## config.mk

```make
export PLATFORM = sky130hd
export DESIGN_NAME = pixel_decoder
export DESIGN_NICKNAME = d
export VERILOG_FILES = /design/src/hdl/render_pkg.sv /design/src/hdl/sprite_cfg_if.sv /design/src/hdl/sprite_regs.sv /design/src/hdl/sprite_hit.sv /design/src/hdl/caption_select.sv /design/src/hdl/object_priority.sv /design/src/hdl/pixel_decoder.sv
export SDC_FILE = /design/constraint.sdc
export NUM_CORES = 1
export LEC_CHECK = 0
export BUFFER_PORTS_ARGS = -buffer_cell sky130_fd_sc_hd__buf_2
export CAP_MARGIN = 10
export CORE_ASPECT_RATIO = 1.25
export CORE_MARGIN = 1
export CORE_UTILIZATION = 50
export DETAILED_ROUTE_END_ITERATION = 6
export PLACE_DENSITY = 0.73
export SYNTH_ARGS = -nofsm -noshare
export SYNTH_HDL_FRONTEND = slang
export SYNTH_SLANG_ARGS = --single-unit
```

## constraint.sdc

```tcl
create_clock -name i_clk -period 5.4 [get_ports i_clk]
set_input_delay 0.27 -clock i_clk [delete_from_list [all_inputs] [get_ports i_clk]]
set_output_delay 0.27 -clock i_clk [all_outputs]
set_load 0.02 [all_outputs]
```

## src/hdl/render_pkg.sv

```systemverilog
package render_pkg;

    localparam int MAP_H = 160;
    localparam int MAP_V = 120;
    localparam int H_W = 8;
    localparam int V_W = 7;
    localparam int IDX_W = 15;

    localparam int PLAYER_SIZE = 8;
    localparam int BULLET_SIZE = 4;

    // Caption windows, 1-based corners and sizes in pixels.
    localparam int START_CAP_H_MIN = 41;
    localparam int START_CAP_V_MIN = 51;
    localparam int START_CAP_W = 80;
    localparam int START_CAP_H = 20;
    localparam int WIN_CAP_H_MIN = 57;
    localparam int LOSE_CAP_H_MIN = 49;
    localparam int END_CAP_V_MIN = 46;
    localparam int END_CAP_W = 48;
    localparam int END_CAP_H = 16;

    localparam logic [7:0] REG_CTRL = 8'h00;
    localparam logic [7:0] REG_P1_POS = 8'h04;
    localparam logic [7:0] REG_P2_POS = 8'h08;
    localparam logic [7:0] REG_B1_POS = 8'h0C;
    localparam logic [7:0] REG_B2_POS = 8'h10;
    localparam logic [7:0] REG_P1_MASK = 8'h40; // Eight rows, 4 bytes apart.
    localparam logic [7:0] REG_P2_MASK = 8'h60;
    localparam logic [7:0] REG_B1_MASK = 8'h80;
    localparam logic [7:0] REG_B2_MASK = 8'h84;

    typedef logic [H_W-1:0] h_t;
    typedef logic [V_W-1:0] v_t;
    typedef logic [IDX_W-1:0] idx_t;

    typedef enum logic [1:0] {
        ST_IDLE = 2'd0,
        ST_PLAY = 2'd1,
        ST_WIN  = 2'd2,
        ST_LOSE = 2'd3
    } game_state_e;

    typedef enum logic [3:0] {
        OBJ_MAP, OBJ_PLAYER1, OBJ_PLAYER1_SHIELD, OBJ_PLAYER2, OBJ_PLAYER2_SHIELD,
        OBJ_BULLET1, OBJ_BULLET2, OBJ_START_CAPTION, OBJ_START_BG,
        OBJ_WIN_CAPTION, OBJ_LOSE_CAPTION, OBJ_END_BG, OBJ_BLANK
    } object_id_e;

endpackage

```

## src/hdl/sprite_cfg_if.sv

```systemverilog
`timescale 1ns/100ps

interface sprite_cfg_if #(
    parameter int SIZE = render_pkg::PLAYER_SIZE
);
    logic signed [render_pkg::H_W-1:0] x;
    logic signed [render_pkg::V_W-1:0] y;
    logic                              en;
    logic [SIZE*SIZE-1:0]              mask; // Row r, column c at bit r*SIZE+c.

    modport cfg (output x, y, en, mask);
    modport hit (input x, y, en, mask);
endinterface

```

## src/hdl/sprite_regs.sv

```systemverilog
`timescale 1ns/100ps

module sprite_regs (
    input  logic                    i_clk,
    input  logic                    i_rst_n,
    input  logic                    i_psel,
    input  logic                    i_penable,
    input  logic                    i_pwrite,
    input  logic [7:0]              i_paddr,
    input  logic [31:0]             i_pwdata,
    output logic [31:0]             o_prdata,
    output logic                    o_pready,
    output logic                    o_pslverr,
    output render_pkg::game_state_e o_game_state,
    output logic                    o_p1_shield,
    output logic                    o_p2_shield,
    sprite_cfg_if.cfg               player1,
    sprite_cfg_if.cfg               player2,
    sprite_cfg_if.cfg               bullet1,
    sprite_cfg_if.cfg               bullet2
);
    localparam int PS = render_pkg::PLAYER_SIZE;
    localparam int BS = render_pkg::BULLET_SIZE;

    render_pkg::game_state_e           game_state;
    logic [1:0]                        shield;
    logic signed [render_pkg::H_W-1:0] pos_x [4]; // P1, P2, B1, B2.
    logic signed [render_pkg::V_W-1:0] pos_y [4];
    logic [3:0]                        pos_en;
    logic [PS-1:0][PS-1:0]             p_mask [2];
    logic [BS*BS-1:0]                  b_mask [2];

    logic       is_ctrl, is_pos, is_pmask, is_bmask;
    logic [1:0] pos_sel;
    logic       p_sel;
    logic [2:0] row;
    logic       wr_en;

    assign is_ctrl  = (i_paddr == render_pkg::REG_CTRL);
    assign is_pos   = (i_paddr[1:0] == 2'b00) && (i_paddr >= render_pkg::REG_P1_POS)
                      && (i_paddr <= render_pkg::REG_B2_POS);
    assign is_pmask = (i_paddr[1:0] == 2'b00) && (i_paddr >= render_pkg::REG_P1_MASK)
                      && (i_paddr < render_pkg::REG_B1_MASK);
    assign is_bmask = (i_paddr == render_pkg::REG_B1_MASK)
                      || (i_paddr == render_pkg::REG_B2_MASK);
    assign pos_sel  = 2'(i_paddr[4:2] - 3'd1);
    assign p_sel    = (i_paddr >= render_pkg::REG_P2_MASK); // Second player bank.
    assign row      = i_paddr[4:2];
    assign wr_en    = i_psel && i_penable && i_pwrite;

    assign o_pready  = 1'b1; // No wait states.
    assign o_pslverr = i_psel && i_penable && !(is_ctrl || is_pos || is_pmask || is_bmask);

    always_ff @(posedge i_clk) begin
        if (!i_rst_n) begin
            game_state <= render_pkg::ST_IDLE;
            shield     <= '0;
            pos_x      <= '{default: '0};
            pos_y      <= '{default: '0};
            pos_en     <= '0;
            p_mask     <= '{default: '0};
            b_mask     <= '{default: '0};
        end else if (wr_en) begin
            if (is_ctrl) begin
                game_state <= render_pkg::game_state_e'(i_pwdata[1:0]);
                shield     <= i_pwdata[3:2];
            end
            if (is_pos) begin
                pos_x[pos_sel]  <= i_pwdata[7:0];
                pos_y[pos_sel]  <= i_pwdata[22:16];
                pos_en[pos_sel] <= i_pwdata[31];
            end
            if (is_pmask) begin
                p_mask[p_sel][row] <= i_pwdata[PS-1:0];
            end
            if (is_bmask) begin
                b_mask[i_paddr[2]] <= i_pwdata[BS*BS-1:0];
            end
        end
    end

    always_comb begin
        o_prdata = '0; // Unused bits and unmapped reads.
        if (is_ctrl) begin
            o_prdata[3:0] = {shield, game_state};
        end
        if (is_pos) begin
            o_prdata[7:0]   = pos_x[pos_sel];
            o_prdata[22:16] = pos_y[pos_sel];
            o_prdata[31]    = pos_en[pos_sel];
        end
        if (is_pmask) begin
            o_prdata[PS-1:0] = p_mask[p_sel][row];
        end
        if (is_bmask) begin
            o_prdata[BS*BS-1:0] = b_mask[i_paddr[2]];
        end
    end

    assign o_game_state = game_state;
    assign o_p1_shield  = shield[0];
    assign o_p2_shield  = shield[1];

    assign player1.x    = pos_x[0];
    assign player1.y    = pos_y[0];
    assign player1.en   = pos_en[0];
    assign player1.mask = p_mask[0];
    assign player2.x    = pos_x[1];
    assign player2.y    = pos_y[1];
    assign player2.en   = pos_en[1];
    assign player2.mask = p_mask[1];
    assign bullet1.x    = pos_x[2];
    assign bullet1.y    = pos_y[2];
    assign bullet1.en   = pos_en[2];
    assign bullet1.mask = b_mask[0];
    assign bullet2.x    = pos_x[3];
    assign bullet2.y    = pos_y[3];
    assign bullet2.en   = pos_en[3];
    assign bullet2.mask = b_mask[1];

endmodule

```

## src/hdl/sprite_hit.sv

```systemverilog
`timescale 1ns/100ps

module sprite_hit #(
    parameter int SIZE = render_pkg::PLAYER_SIZE
) (
    sprite_cfg_if.hit         cfg,
    input  render_pkg::h_t    i_vga_h,
    input  render_pkg::v_t    i_vga_v,
    output logic              o_hit,
    output logic              o_opaque,
    output render_pkg::idx_t  o_index
);
    localparam int REL_W = $clog2(SIZE);

    render_pkg::h_t   h_min, rel_h;
    render_pkg::v_t   v_min, rel_v;
    logic [REL_W-1:0] row, col;

    // Sprite origin sits at the map centre, y grows upward.
    assign h_min = cfg.x + render_pkg::h_t'((render_pkg::MAP_H - SIZE) / 2 + 1);
    assign v_min = render_pkg::v_t'((render_pkg::MAP_V - SIZE) / 2 + 1) - cfg.y;

    assign rel_h = i_vga_h - h_min; // Wraps large when left of box.
    assign rel_v = i_vga_v - v_min;
    assign col   = rel_h[REL_W-1:0];
    assign row   = rel_v[REL_W-1:0];

    assign o_hit    = cfg.en && (rel_h < SIZE) && (rel_v < SIZE);
    assign o_opaque = o_hit && cfg.mask[row * SIZE + col];
    assign o_index  = render_pkg::idx_t'(row * SIZE + col);

endmodule

```

## src/hdl/caption_select.sv

```systemverilog
`timescale 1ns/100ps

module caption_select (
    input  render_pkg::game_state_e i_game_state,
    input  render_pkg::h_t          i_vga_h,
    input  render_pkg::v_t          i_vga_v,
    output logic                    o_in_caption,
    output render_pkg::idx_t        o_index
);
    render_pkg::h_t h_min, cap_w, rel_h;
    render_pkg::v_t v_min, cap_h, rel_v;
    logic           active;

    always_comb begin
        active = 1'b1;
        h_min  = render_pkg::h_t'(render_pkg::START_CAP_H_MIN);
        v_min  = render_pkg::v_t'(render_pkg::START_CAP_V_MIN);
        cap_w  = render_pkg::h_t'(render_pkg::START_CAP_W);
        cap_h  = render_pkg::v_t'(render_pkg::START_CAP_H);
        case (i_game_state)
            render_pkg::ST_WIN: begin
                h_min = render_pkg::h_t'(render_pkg::WIN_CAP_H_MIN);
                v_min = render_pkg::v_t'(render_pkg::END_CAP_V_MIN);
                cap_w = render_pkg::h_t'(render_pkg::END_CAP_W);
                cap_h = render_pkg::v_t'(render_pkg::END_CAP_H);
            end
            render_pkg::ST_LOSE: begin
                h_min = render_pkg::h_t'(render_pkg::LOSE_CAP_H_MIN);
                v_min = render_pkg::v_t'(render_pkg::END_CAP_V_MIN);
                cap_w = render_pkg::h_t'(render_pkg::END_CAP_W);
                cap_h = render_pkg::v_t'(render_pkg::END_CAP_H);
            end
            render_pkg::ST_PLAY: begin
                active = 1'b0; // No caption during play.
            end
            default: begin
                active = 1'b1; // Idle keeps the start window.
            end
        endcase
    end

    assign rel_h = i_vga_h - h_min;
    assign rel_v = i_vga_v - v_min;

    assign o_in_caption = active && (rel_h < cap_w) && (rel_v < cap_h);
    assign o_index      = render_pkg::idx_t'(rel_v) * render_pkg::idx_t'(cap_w)
                          + render_pkg::idx_t'(rel_h);

endmodule

```

## src/hdl/object_priority.sv

```systemverilog
`timescale 1ns/100ps

module object_priority (
    input  logic                    i_clk,
    input  logic                    i_rst_n,
    input  logic                    i_valid,
    input  render_pkg::game_state_e i_game_state,
    input  logic                    i_in_map,
    input  logic                    i_p1_shield,
    input  logic                    i_p2_shield,
    input  logic                    i_p1_hit,
    input  logic                    i_p1_opaque,
    input  render_pkg::idx_t        i_p1_index,
    input  logic                    i_p2_hit,
    input  logic                    i_p2_opaque,
    input  render_pkg::idx_t        i_p2_index,
    input  logic                    i_b1_hit,
    input  logic                    i_b1_opaque,
    input  render_pkg::idx_t        i_b1_index,
    input  logic                    i_b2_hit,
    input  logic                    i_b2_opaque,
    input  render_pkg::idx_t        i_b2_index,
    input  logic                    i_in_caption,
    input  render_pkg::idx_t        i_caption_index,
    input  render_pkg::idx_t        i_map_index,
    output logic                    o_valid,
    output render_pkg::object_id_e  o_object_id,
    output render_pkg::idx_t        o_index
);
    render_pkg::object_id_e obj;
    render_pkg::idx_t       idx;

    always_comb begin
        obj = render_pkg::OBJ_MAP; // Fallback for every transparent hit.
        idx = i_map_index;
        case (i_game_state)
            render_pkg::ST_PLAY: begin
                if (!i_in_map) begin
                    obj = render_pkg::OBJ_BLANK;
                    idx = '0;
                end else if (i_p1_hit) begin
                    if (i_p1_opaque || i_p1_shield) begin
                        obj = i_p1_opaque ? render_pkg::OBJ_PLAYER1
                                          : render_pkg::OBJ_PLAYER1_SHIELD;
                        idx = i_p1_index;
                    end
                end else if (i_p2_hit) begin
                    if (i_p2_opaque || i_p2_shield) begin
                        obj = i_p2_opaque ? render_pkg::OBJ_PLAYER2
                                          : render_pkg::OBJ_PLAYER2_SHIELD;
                        idx = i_p2_index;
                    end
                end else if (i_b1_hit) begin
                    if (i_b1_opaque) begin
                        obj = render_pkg::OBJ_BULLET1;
                        idx = i_b1_index;
                    end
                end else if (i_b2_hit && i_b2_opaque) begin
                    obj = render_pkg::OBJ_BULLET2;
                    idx = i_b2_index;
                end
            end
            render_pkg::ST_IDLE: begin
                obj = i_in_caption ? render_pkg::OBJ_START_CAPTION : render_pkg::OBJ_START_BG;
                idx = i_in_caption ? i_caption_index : i_map_index;
            end
            render_pkg::ST_WIN: begin
                obj = i_in_caption ? render_pkg::OBJ_WIN_CAPTION : render_pkg::OBJ_END_BG;
                idx = i_in_caption ? i_caption_index : i_map_index;
            end
            default: begin
                obj = i_in_caption ? render_pkg::OBJ_LOSE_CAPTION : render_pkg::OBJ_END_BG;
                idx = i_in_caption ? i_caption_index : i_map_index;
            end
        endcase
    end

    always_ff @(posedge i_clk) begin
        if (!i_rst_n) begin
            o_valid <= 1'b0;
        end else begin
            o_valid <= i_valid;
        end
    end

    always_ff @(posedge i_clk) begin
        o_object_id <= obj;
        o_index     <= idx;
    end

endmodule

```

## src/hdl/pixel_decoder.sv

```systemverilog
`timescale 1ns/100ps

module pixel_decoder (
    input  logic                   i_clk,
    input  logic                   i_rst_n,
    input  logic                   i_psel,
    input  logic                   i_penable,
    input  logic                   i_pwrite,
    input  logic [7:0]             i_paddr,
    input  logic [31:0]            i_pwdata,
    output logic [31:0]            o_prdata,
    output logic                   o_pready,
    output logic                   o_pslverr,
    input  logic                   i_pixel_valid,
    input  render_pkg::h_t         i_vga_h,
    input  render_pkg::v_t         i_vga_v,
    output logic                   o_pixel_valid,
    output render_pkg::object_id_e o_object_id,
    output render_pkg::idx_t       o_pixel_index
);
    sprite_cfg_if #(.SIZE(render_pkg::PLAYER_SIZE)) p1_cfg ();
    sprite_cfg_if #(.SIZE(render_pkg::PLAYER_SIZE)) p2_cfg ();
    sprite_cfg_if #(.SIZE(render_pkg::BULLET_SIZE)) b1_cfg ();
    sprite_cfg_if #(.SIZE(render_pkg::BULLET_SIZE)) b2_cfg ();

    render_pkg::game_state_e game_state, s1_state;
    logic                    p1_shield, p2_shield;
    logic [1:0]              s1_shield;
    logic [3:0]              hit, opaque, s1_hit, s1_opaque; // P1, P2, B1, B2.
    render_pkg::idx_t        spr_idx [4];
    render_pkg::idx_t        s1_spr_idx [4];
    logic                    in_caption, s1_in_caption;
    render_pkg::idx_t        cap_idx, s1_cap_idx;
    render_pkg::idx_t        map_idx, s1_map_idx;
    logic                    in_map, s1_in_map;
    logic                    s1_valid;

    sprite_regs u_regs (
        .i_clk        (i_clk),
        .i_rst_n      (i_rst_n),
        .i_psel       (i_psel),
        .i_penable    (i_penable),
        .i_pwrite     (i_pwrite),
        .i_paddr      (i_paddr),
        .i_pwdata     (i_pwdata),
        .o_prdata     (o_prdata),
        .o_pready     (o_pready),
        .o_pslverr    (o_pslverr),
        .o_game_state (game_state),
        .o_p1_shield  (p1_shield),
        .o_p2_shield  (p2_shield),
        .player1      (p1_cfg.cfg),
        .player2      (p2_cfg.cfg),
        .bullet1      (b1_cfg.cfg),
        .bullet2      (b2_cfg.cfg)
    );

    sprite_hit #(.SIZE(render_pkg::PLAYER_SIZE)) u_p1_hit (
        .cfg (p1_cfg.hit), .i_vga_h (i_vga_h), .i_vga_v (i_vga_v),
        .o_hit (hit[0]), .o_opaque (opaque[0]), .o_index (spr_idx[0])
    );
    sprite_hit #(.SIZE(render_pkg::PLAYER_SIZE)) u_p2_hit (
        .cfg (p2_cfg.hit), .i_vga_h (i_vga_h), .i_vga_v (i_vga_v),
        .o_hit (hit[1]), .o_opaque (opaque[1]), .o_index (spr_idx[1])
    );
    sprite_hit #(.SIZE(render_pkg::BULLET_SIZE)) u_b1_hit (
        .cfg (b1_cfg.hit), .i_vga_h (i_vga_h), .i_vga_v (i_vga_v),
        .o_hit (hit[2]), .o_opaque (opaque[2]), .o_index (spr_idx[2])
    );
    sprite_hit #(.SIZE(render_pkg::BULLET_SIZE)) u_b2_hit (
        .cfg (b2_cfg.hit), .i_vga_h (i_vga_h), .i_vga_v (i_vga_v),
        .o_hit (hit[3]), .o_opaque (opaque[3]), .o_index (spr_idx[3])
    );

    caption_select u_caption (
        .i_game_state (game_state),
        .i_vga_h      (i_vga_h),
        .i_vga_v      (i_vga_v),
        .o_in_caption (in_caption),
        .o_index      (cap_idx)
    );

    // Map rows are 1-based, so row zero is outside too.
    assign in_map  = (i_vga_v != '0) && (i_vga_v <= render_pkg::MAP_V);
    assign map_idx = render_pkg::idx_t'((i_vga_v - 1) * render_pkg::MAP_H + i_vga_h - 1);

    always_ff @(posedge i_clk) begin
        if (!i_rst_n) begin
            s1_valid <= 1'b0;
        end else begin
            s1_valid <= i_pixel_valid;
        end
    end

    // Stage one captures register values with the pixel.
    always_ff @(posedge i_clk) begin
        s1_state      <= game_state;
        s1_shield     <= {p2_shield, p1_shield};
        s1_hit        <= hit;
        s1_opaque     <= opaque;
        s1_spr_idx    <= spr_idx;
        s1_in_caption <= in_caption;
        s1_cap_idx    <= cap_idx;
        s1_map_idx    <= map_idx;
        s1_in_map     <= in_map;
    end

    object_priority u_priority (
        .i_clk           (i_clk),
        .i_rst_n         (i_rst_n),
        .i_valid         (s1_valid),
        .i_game_state    (s1_state),
        .i_in_map        (s1_in_map),
        .i_p1_shield     (s1_shield[0]),
        .i_p2_shield     (s1_shield[1]),
        .i_p1_hit        (s1_hit[0]),
        .i_p1_opaque     (s1_opaque[0]),
        .i_p1_index      (s1_spr_idx[0]),
        .i_p2_hit        (s1_hit[1]),
        .i_p2_opaque     (s1_opaque[1]),
        .i_p2_index      (s1_spr_idx[1]),
        .i_b1_hit        (s1_hit[2]),
        .i_b1_opaque     (s1_opaque[2]),
        .i_b1_index      (s1_spr_idx[2]),
        .i_b2_hit        (s1_hit[3]),
        .i_b2_opaque     (s1_opaque[3]),
        .i_b2_index      (s1_spr_idx[3]),
        .i_in_caption    (s1_in_caption),
        .i_caption_index (s1_cap_idx),
        .i_map_index     (s1_map_idx),
        .o_valid         (o_pixel_valid),
        .o_object_id     (o_object_id),
        .o_index         (o_pixel_index)
    );

endmodule

```

==> reports/qor.json <==
{
  "first_global_vias": 15500,
  "grt_setup_unrepaired": "no",
  "final.min_clock_period_ns": 4.24,
  "path_clk_slew_ns": 0.06,
  "hold_class": "input port to flip-flop",
  "clock_path_buffers": 3,
  "drv_cap": 0,
  "hpwl_after_detailed_placement_mm": 38.9,
  "io_buffers": 97,
  "grt_max_degree": 94,
  "cts_tree": "yes",
  "cpLargestDelayFamily": "adder cells",
  "worstPathArrival_ns": 4.70,
  "maxSlewViolCount": 0,
  "routabilityCongestion": 0.930,
  "cpMaxStageDelayCell": "sky130_fd_sc_hd__xor2_1",
  "max_slew_margin_pct": 22.1,
  "yosys_warnings": 0,
  "async_reset_ff_share_pct": 0,
  "routed_wire_length_per_instance_um": 20.5,
  "crit_buf_inv": 2,
  "globalRouteTotalUtil_pct": 27.5,
  "fin_skew_ns": 0.0342,
  "final_hold_viol_count": 0,
  "fp.dieArea_mm2": 0.0396,
  "antenna_violations_before_repair": 1,
  "h_tree_depth_reported_by_cts": 2,
  "final_min_period_over_clock_period_pct": 78.6,
  "finalHoldWorstSlack_ns": 0.0507,
  "power_per_cell_area_mw_per_mm2": 283,
  "worstSetupEndpointType": "flip-flop",
  "drt-total-wl_mm": 54.2,
  "cts_setup_buffers": 0,
  "synth_area_per_cell_um2": 9.34,
  "first_pass_grt_wire_length_mm": 84.4,
  "detailroute.via_count": 15600,
  "sequential_cell_area_mm2": 0.00623,
  "final_ant_viol_nets": 0,
  "core_area_mm2": 0.0382,
  "final.setup.tns_ns": 0,
  "cts.sinks": 311,
  "crit_path_start_kind": "flip-flop",
  "power.ir.vdd_worst_uv": 218,
  "cts_resized": 0,
  "count_of_endpoints_failing_setup_in_the_final_report": 0,
  "chip_width_um": 178,
  "clk-insertion-delay-late_ns": 0.55,
  "clockRootBuffer": "sky130_fd_sc_hd__clkbuf_16",
  "nNetsFinal": 2369,
  "dp_slack_ns": 0.938,
  "seq_area_frac_synth_pct": 32.1,
  "syn-instance-count": 2080,
  "global_route.overflow_total": 0,
  "crit_path_cell_trace": "inv_1, ha_1, inv_1, ha_1, a21o_1, a21oi_1, nor2b_1, o21ai_0, xor2_1, xnor2_1, ha_1, ha_1, ha_1, ha_1, a21o_1, a21oi_1, xnor2_1, nand2_1, nor2_1, xnor2_1",
  "cts_hold_buf": 9,
  "post_placement_cell_count": 2567,
  "nFillCells": 3393,
  "yosys_most_used_dff": "sky130_fd_sc_hd__dfxtp_1",
  "cellLeakagePower_nw": 9.22,
  "drive_above_1_share_pct": 11.9,
  "crit_path_max_fanout": 5,
  "vias_per_cell": 5.91,
  "synth-edff-count": 0,
  "initial_utilization_pct": 50.8,
  "post_layout_nonfiller_instances": 2640,
  "worstMarginPinSlew_ns": 1.16,
  "synth_cell_types": 65,
  "drcViolationCount": 0,
  "num_rows": 80,
  "critPathRequiredTime_ns": 5.85,
  "cts_buffers": 36,
  "floorplan.die.height_um": 222,
  "combined_area_of_all_synthesized_cells_mm2": 0.0194,
  "first_iter_violations": 1287,
  "cp_common_cell": "sky130_fd_sc_hd__ha_1",
  "cpPeakStageDelay_ns": 0.36,
  "clock.fmax_mhz": 236,
  "multi_input_area_mm2": 0.0122,
  "detailedRoute.firstPassIterationCount": 7,
  "io_pins": 115,
  "postSynthRegisterBits": 311,
  "synthToLayoutAreaGrowth_pct": 9.91,
  "run_status": "completed",
  "critPathKind": "flip-flop to flip-flop",
  "setup_ws_ns": 1.16
}
## metal layers
metal  track usage, %  up-vias  wire length, um
met5                0        -                0
met4             13.3        0             2610
met3             3.87      161             3450
met2             47.6      636            26500
met1             33.1     7474            21700
li1                 -     7323                -
## cells in the final DEF, fill, tap and decap left out, types with 10 or more instances in the layout
| cell | netlist | routed |
|---|---|---|
| sky130_fd_sc_hd__a211oi_1 | 12 | 12 |
| sky130_fd_sc_hd__a21boi_0 | 85 | 85 |
| sky130_fd_sc_hd__a21o_1 | 19 | 19 |
| sky130_fd_sc_hd__a21oi_1 | 89 | 89 |
| sky130_fd_sc_hd__a31oi_1 | 10 | 10 |
| sky130_fd_sc_hd__and3_1 | 10 | 10 |
| sky130_fd_sc_hd__buf_2 | 27 | 95 |
| sky130_fd_sc_hd__buf_4 | 12 | 17 |
| sky130_fd_sc_hd__clkbuf_1 | 82 | 10 |
| sky130_fd_sc_hd__clkbuf_16 | 0 | 36 |
| sky130_fd_sc_hd__dfxtp_1 | 311 | 311 |
| sky130_fd_sc_hd__fa_1 | 12 | 12 |
| sky130_fd_sc_hd__ha_1 | 174 | 174 |
| sky130_fd_sc_hd__inv_1 | 136 | 136 |
| sky130_fd_sc_hd__mux2_2 | 11 | 11 |
| sky130_fd_sc_hd__mux2i_1 | 202 | 202 |
| sky130_fd_sc_hd__mux4_2 | 65 | 65 |
| sky130_fd_sc_hd__nand2_1 | 223 | 223 |
| sky130_fd_sc_hd__nand2b_1 | 17 | 17 |
| sky130_fd_sc_hd__nand3_1 | 32 | 32 |
| sky130_fd_sc_hd__nor2_1 | 63 | 63 |
| sky130_fd_sc_hd__nor2b_1 | 172 | 172 |
| sky130_fd_sc_hd__o21ai_0 | 86 | 86 |
| sky130_fd_sc_hd__o22ai_1 | 15 | 15 |
| sky130_fd_sc_hd__xnor2_1 | 58 | 58 |
| sky130_fd_sc_hd__xor2_1 | 21 | 21 |
## final cells by class
class	count	share of cell area (%)
Tap cell	492	2.88
Sequential cell	311	29.2
Clock buffer	52	4.78
Timing Repair Buffer	121	3.25
Multi-Input combinational cell	1515	57.0
Antenna cell	1	0.0117
Inverter	137	2.41
Clock inverter	11	0.481
## synthesized netlist by cell type, types with 9 or more instances
cell / instances / area [um2]
sky130_fd_sc_hd__dfxtp_1: 311 / 6230
sky130_fd_sc_hd__nand2_1: 223 / 837
sky130_fd_sc_hd__mux2i_1: 202 / 2020
sky130_fd_sc_hd__ha_1: 174 / 2180
sky130_fd_sc_hd__nor2b_1: 172 / 1080
sky130_fd_sc_hd__inv_1: 136 / 510
sky130_fd_sc_hd__a21oi_1: 89 / 445
sky130_fd_sc_hd__o21ai_0: 86 / 430
sky130_fd_sc_hd__a21boi_0: 85 / 638
sky130_fd_sc_hd__clkbuf_1: 82 / 308
sky130_fd_sc_hd__mux4_2: 65 / 1460
sky130_fd_sc_hd__nor2_1: 63 / 236
sky130_fd_sc_hd__xnor2_1: 58 / 508
sky130_fd_sc_hd__nand3_1: 32 / 160
sky130_fd_sc_hd__buf_2: 27 / 135
sky130_fd_sc_hd__xor2_1: 21 / 184
sky130_fd_sc_hd__a21o_1: 19 / 143
sky130_fd_sc_hd__nand2b_1: 17 / 106
sky130_fd_sc_hd__o22ai_1: 15 / 93.8
sky130_fd_sc_hd__a211oi_1: 12 / 90.1
sky130_fd_sc_hd__buf_4: 12 / 90.1
sky130_fd_sc_hd__fa_1: 12 / 240
sky130_fd_sc_hd__mux2_2: 11 / 124
sky130_fd_sc_hd__a31oi_1: 10 / 62.6
sky130_fd_sc_hd__and3_1: 10 / 62.6
sky130_fd_sc_hd__a22o_1: 9 / 78.8
sky130_fd_sc_hd__nor3_1: 9 / 45.0
## flip-flops by register name, summed over array words and instances (netlist names), 4 cells and up
name / count
u_regs.player1.mask: 64
s1_opaque: 4
u_priority.o_index: 15
u_regs.pos_en: 4
u_regs.bullet2.x: 8
u_regs.player2.y: 7
u_regs.player1.x: 8
u_regs.bullet2.mask: 16
u_regs.bullet1.mask: 16
u_regs.bullet1.x: 8
s1_spr_idx: 20
u_priority.o_object_id: 4
u_regs.player1.y: 7
s1_map_idx: 15
u_regs.bullet2.y: 7
s1_hit: 4
u_regs.bullet1.y: 7
s1_cap_idx: 13
u_regs.player2.x: 8
u_regs.player2.mask: 64
## cell families (layout without fill, tap and decap cells)
| logic type | Yosys count | in the layout | synth area share [%] |
|---|---|---|---|
| fa+ha+maj | 186 | 186 | 12.4 |
| mux | 278 | 278 | 18.6 |
| other cells | 2 | 10 | 0.0387 |
| xor+xnor | 80 | 80 | 3.68 |
| flops | 311 | 311 | 32.1 |
| compound gates | 382 | 382 | 12.6 |
| buf+inv | 261 | 321 | 5.45 |
| simple gates | 580 | 580 | 15.1 |
## final timing paths
kind                          startpoint            endpoint  slack (ns)  cells after the start
setup reg to reg  u_regs.o_game_state[1]      s1_cap_idx[13]        1.16                     20
hold / removal                i_vga_h[0]       s1_map_idx[0]        0.05                      2
setup / recovery  u_regs.o_game_state[1]      s1_cap_idx[13]        1.16                     20
hold reg to reg                 s1_valid  u_priority.o_valid        0.43                      1
## through the flow
step           power [mW]  util [%]  cell area [um2]
2_1_floorplan        3.38         -            19500
3_3_place_gp         3.67      52.7            20100
3_5_place_dp         3.70      52.7            20100
4_1_cts              6.06      55.8            21300
5_1_grt              6.30      55.8            21300
6_report             6.03      55.8            21300
## power by group
group	internal (mW)	total, mW	switching, mW
logic	0.493	1.18	0.686
clock network	1.37	2.37	1.00
registers	2.44	2.49	0.0486
(Power assumes the default switching activity.)
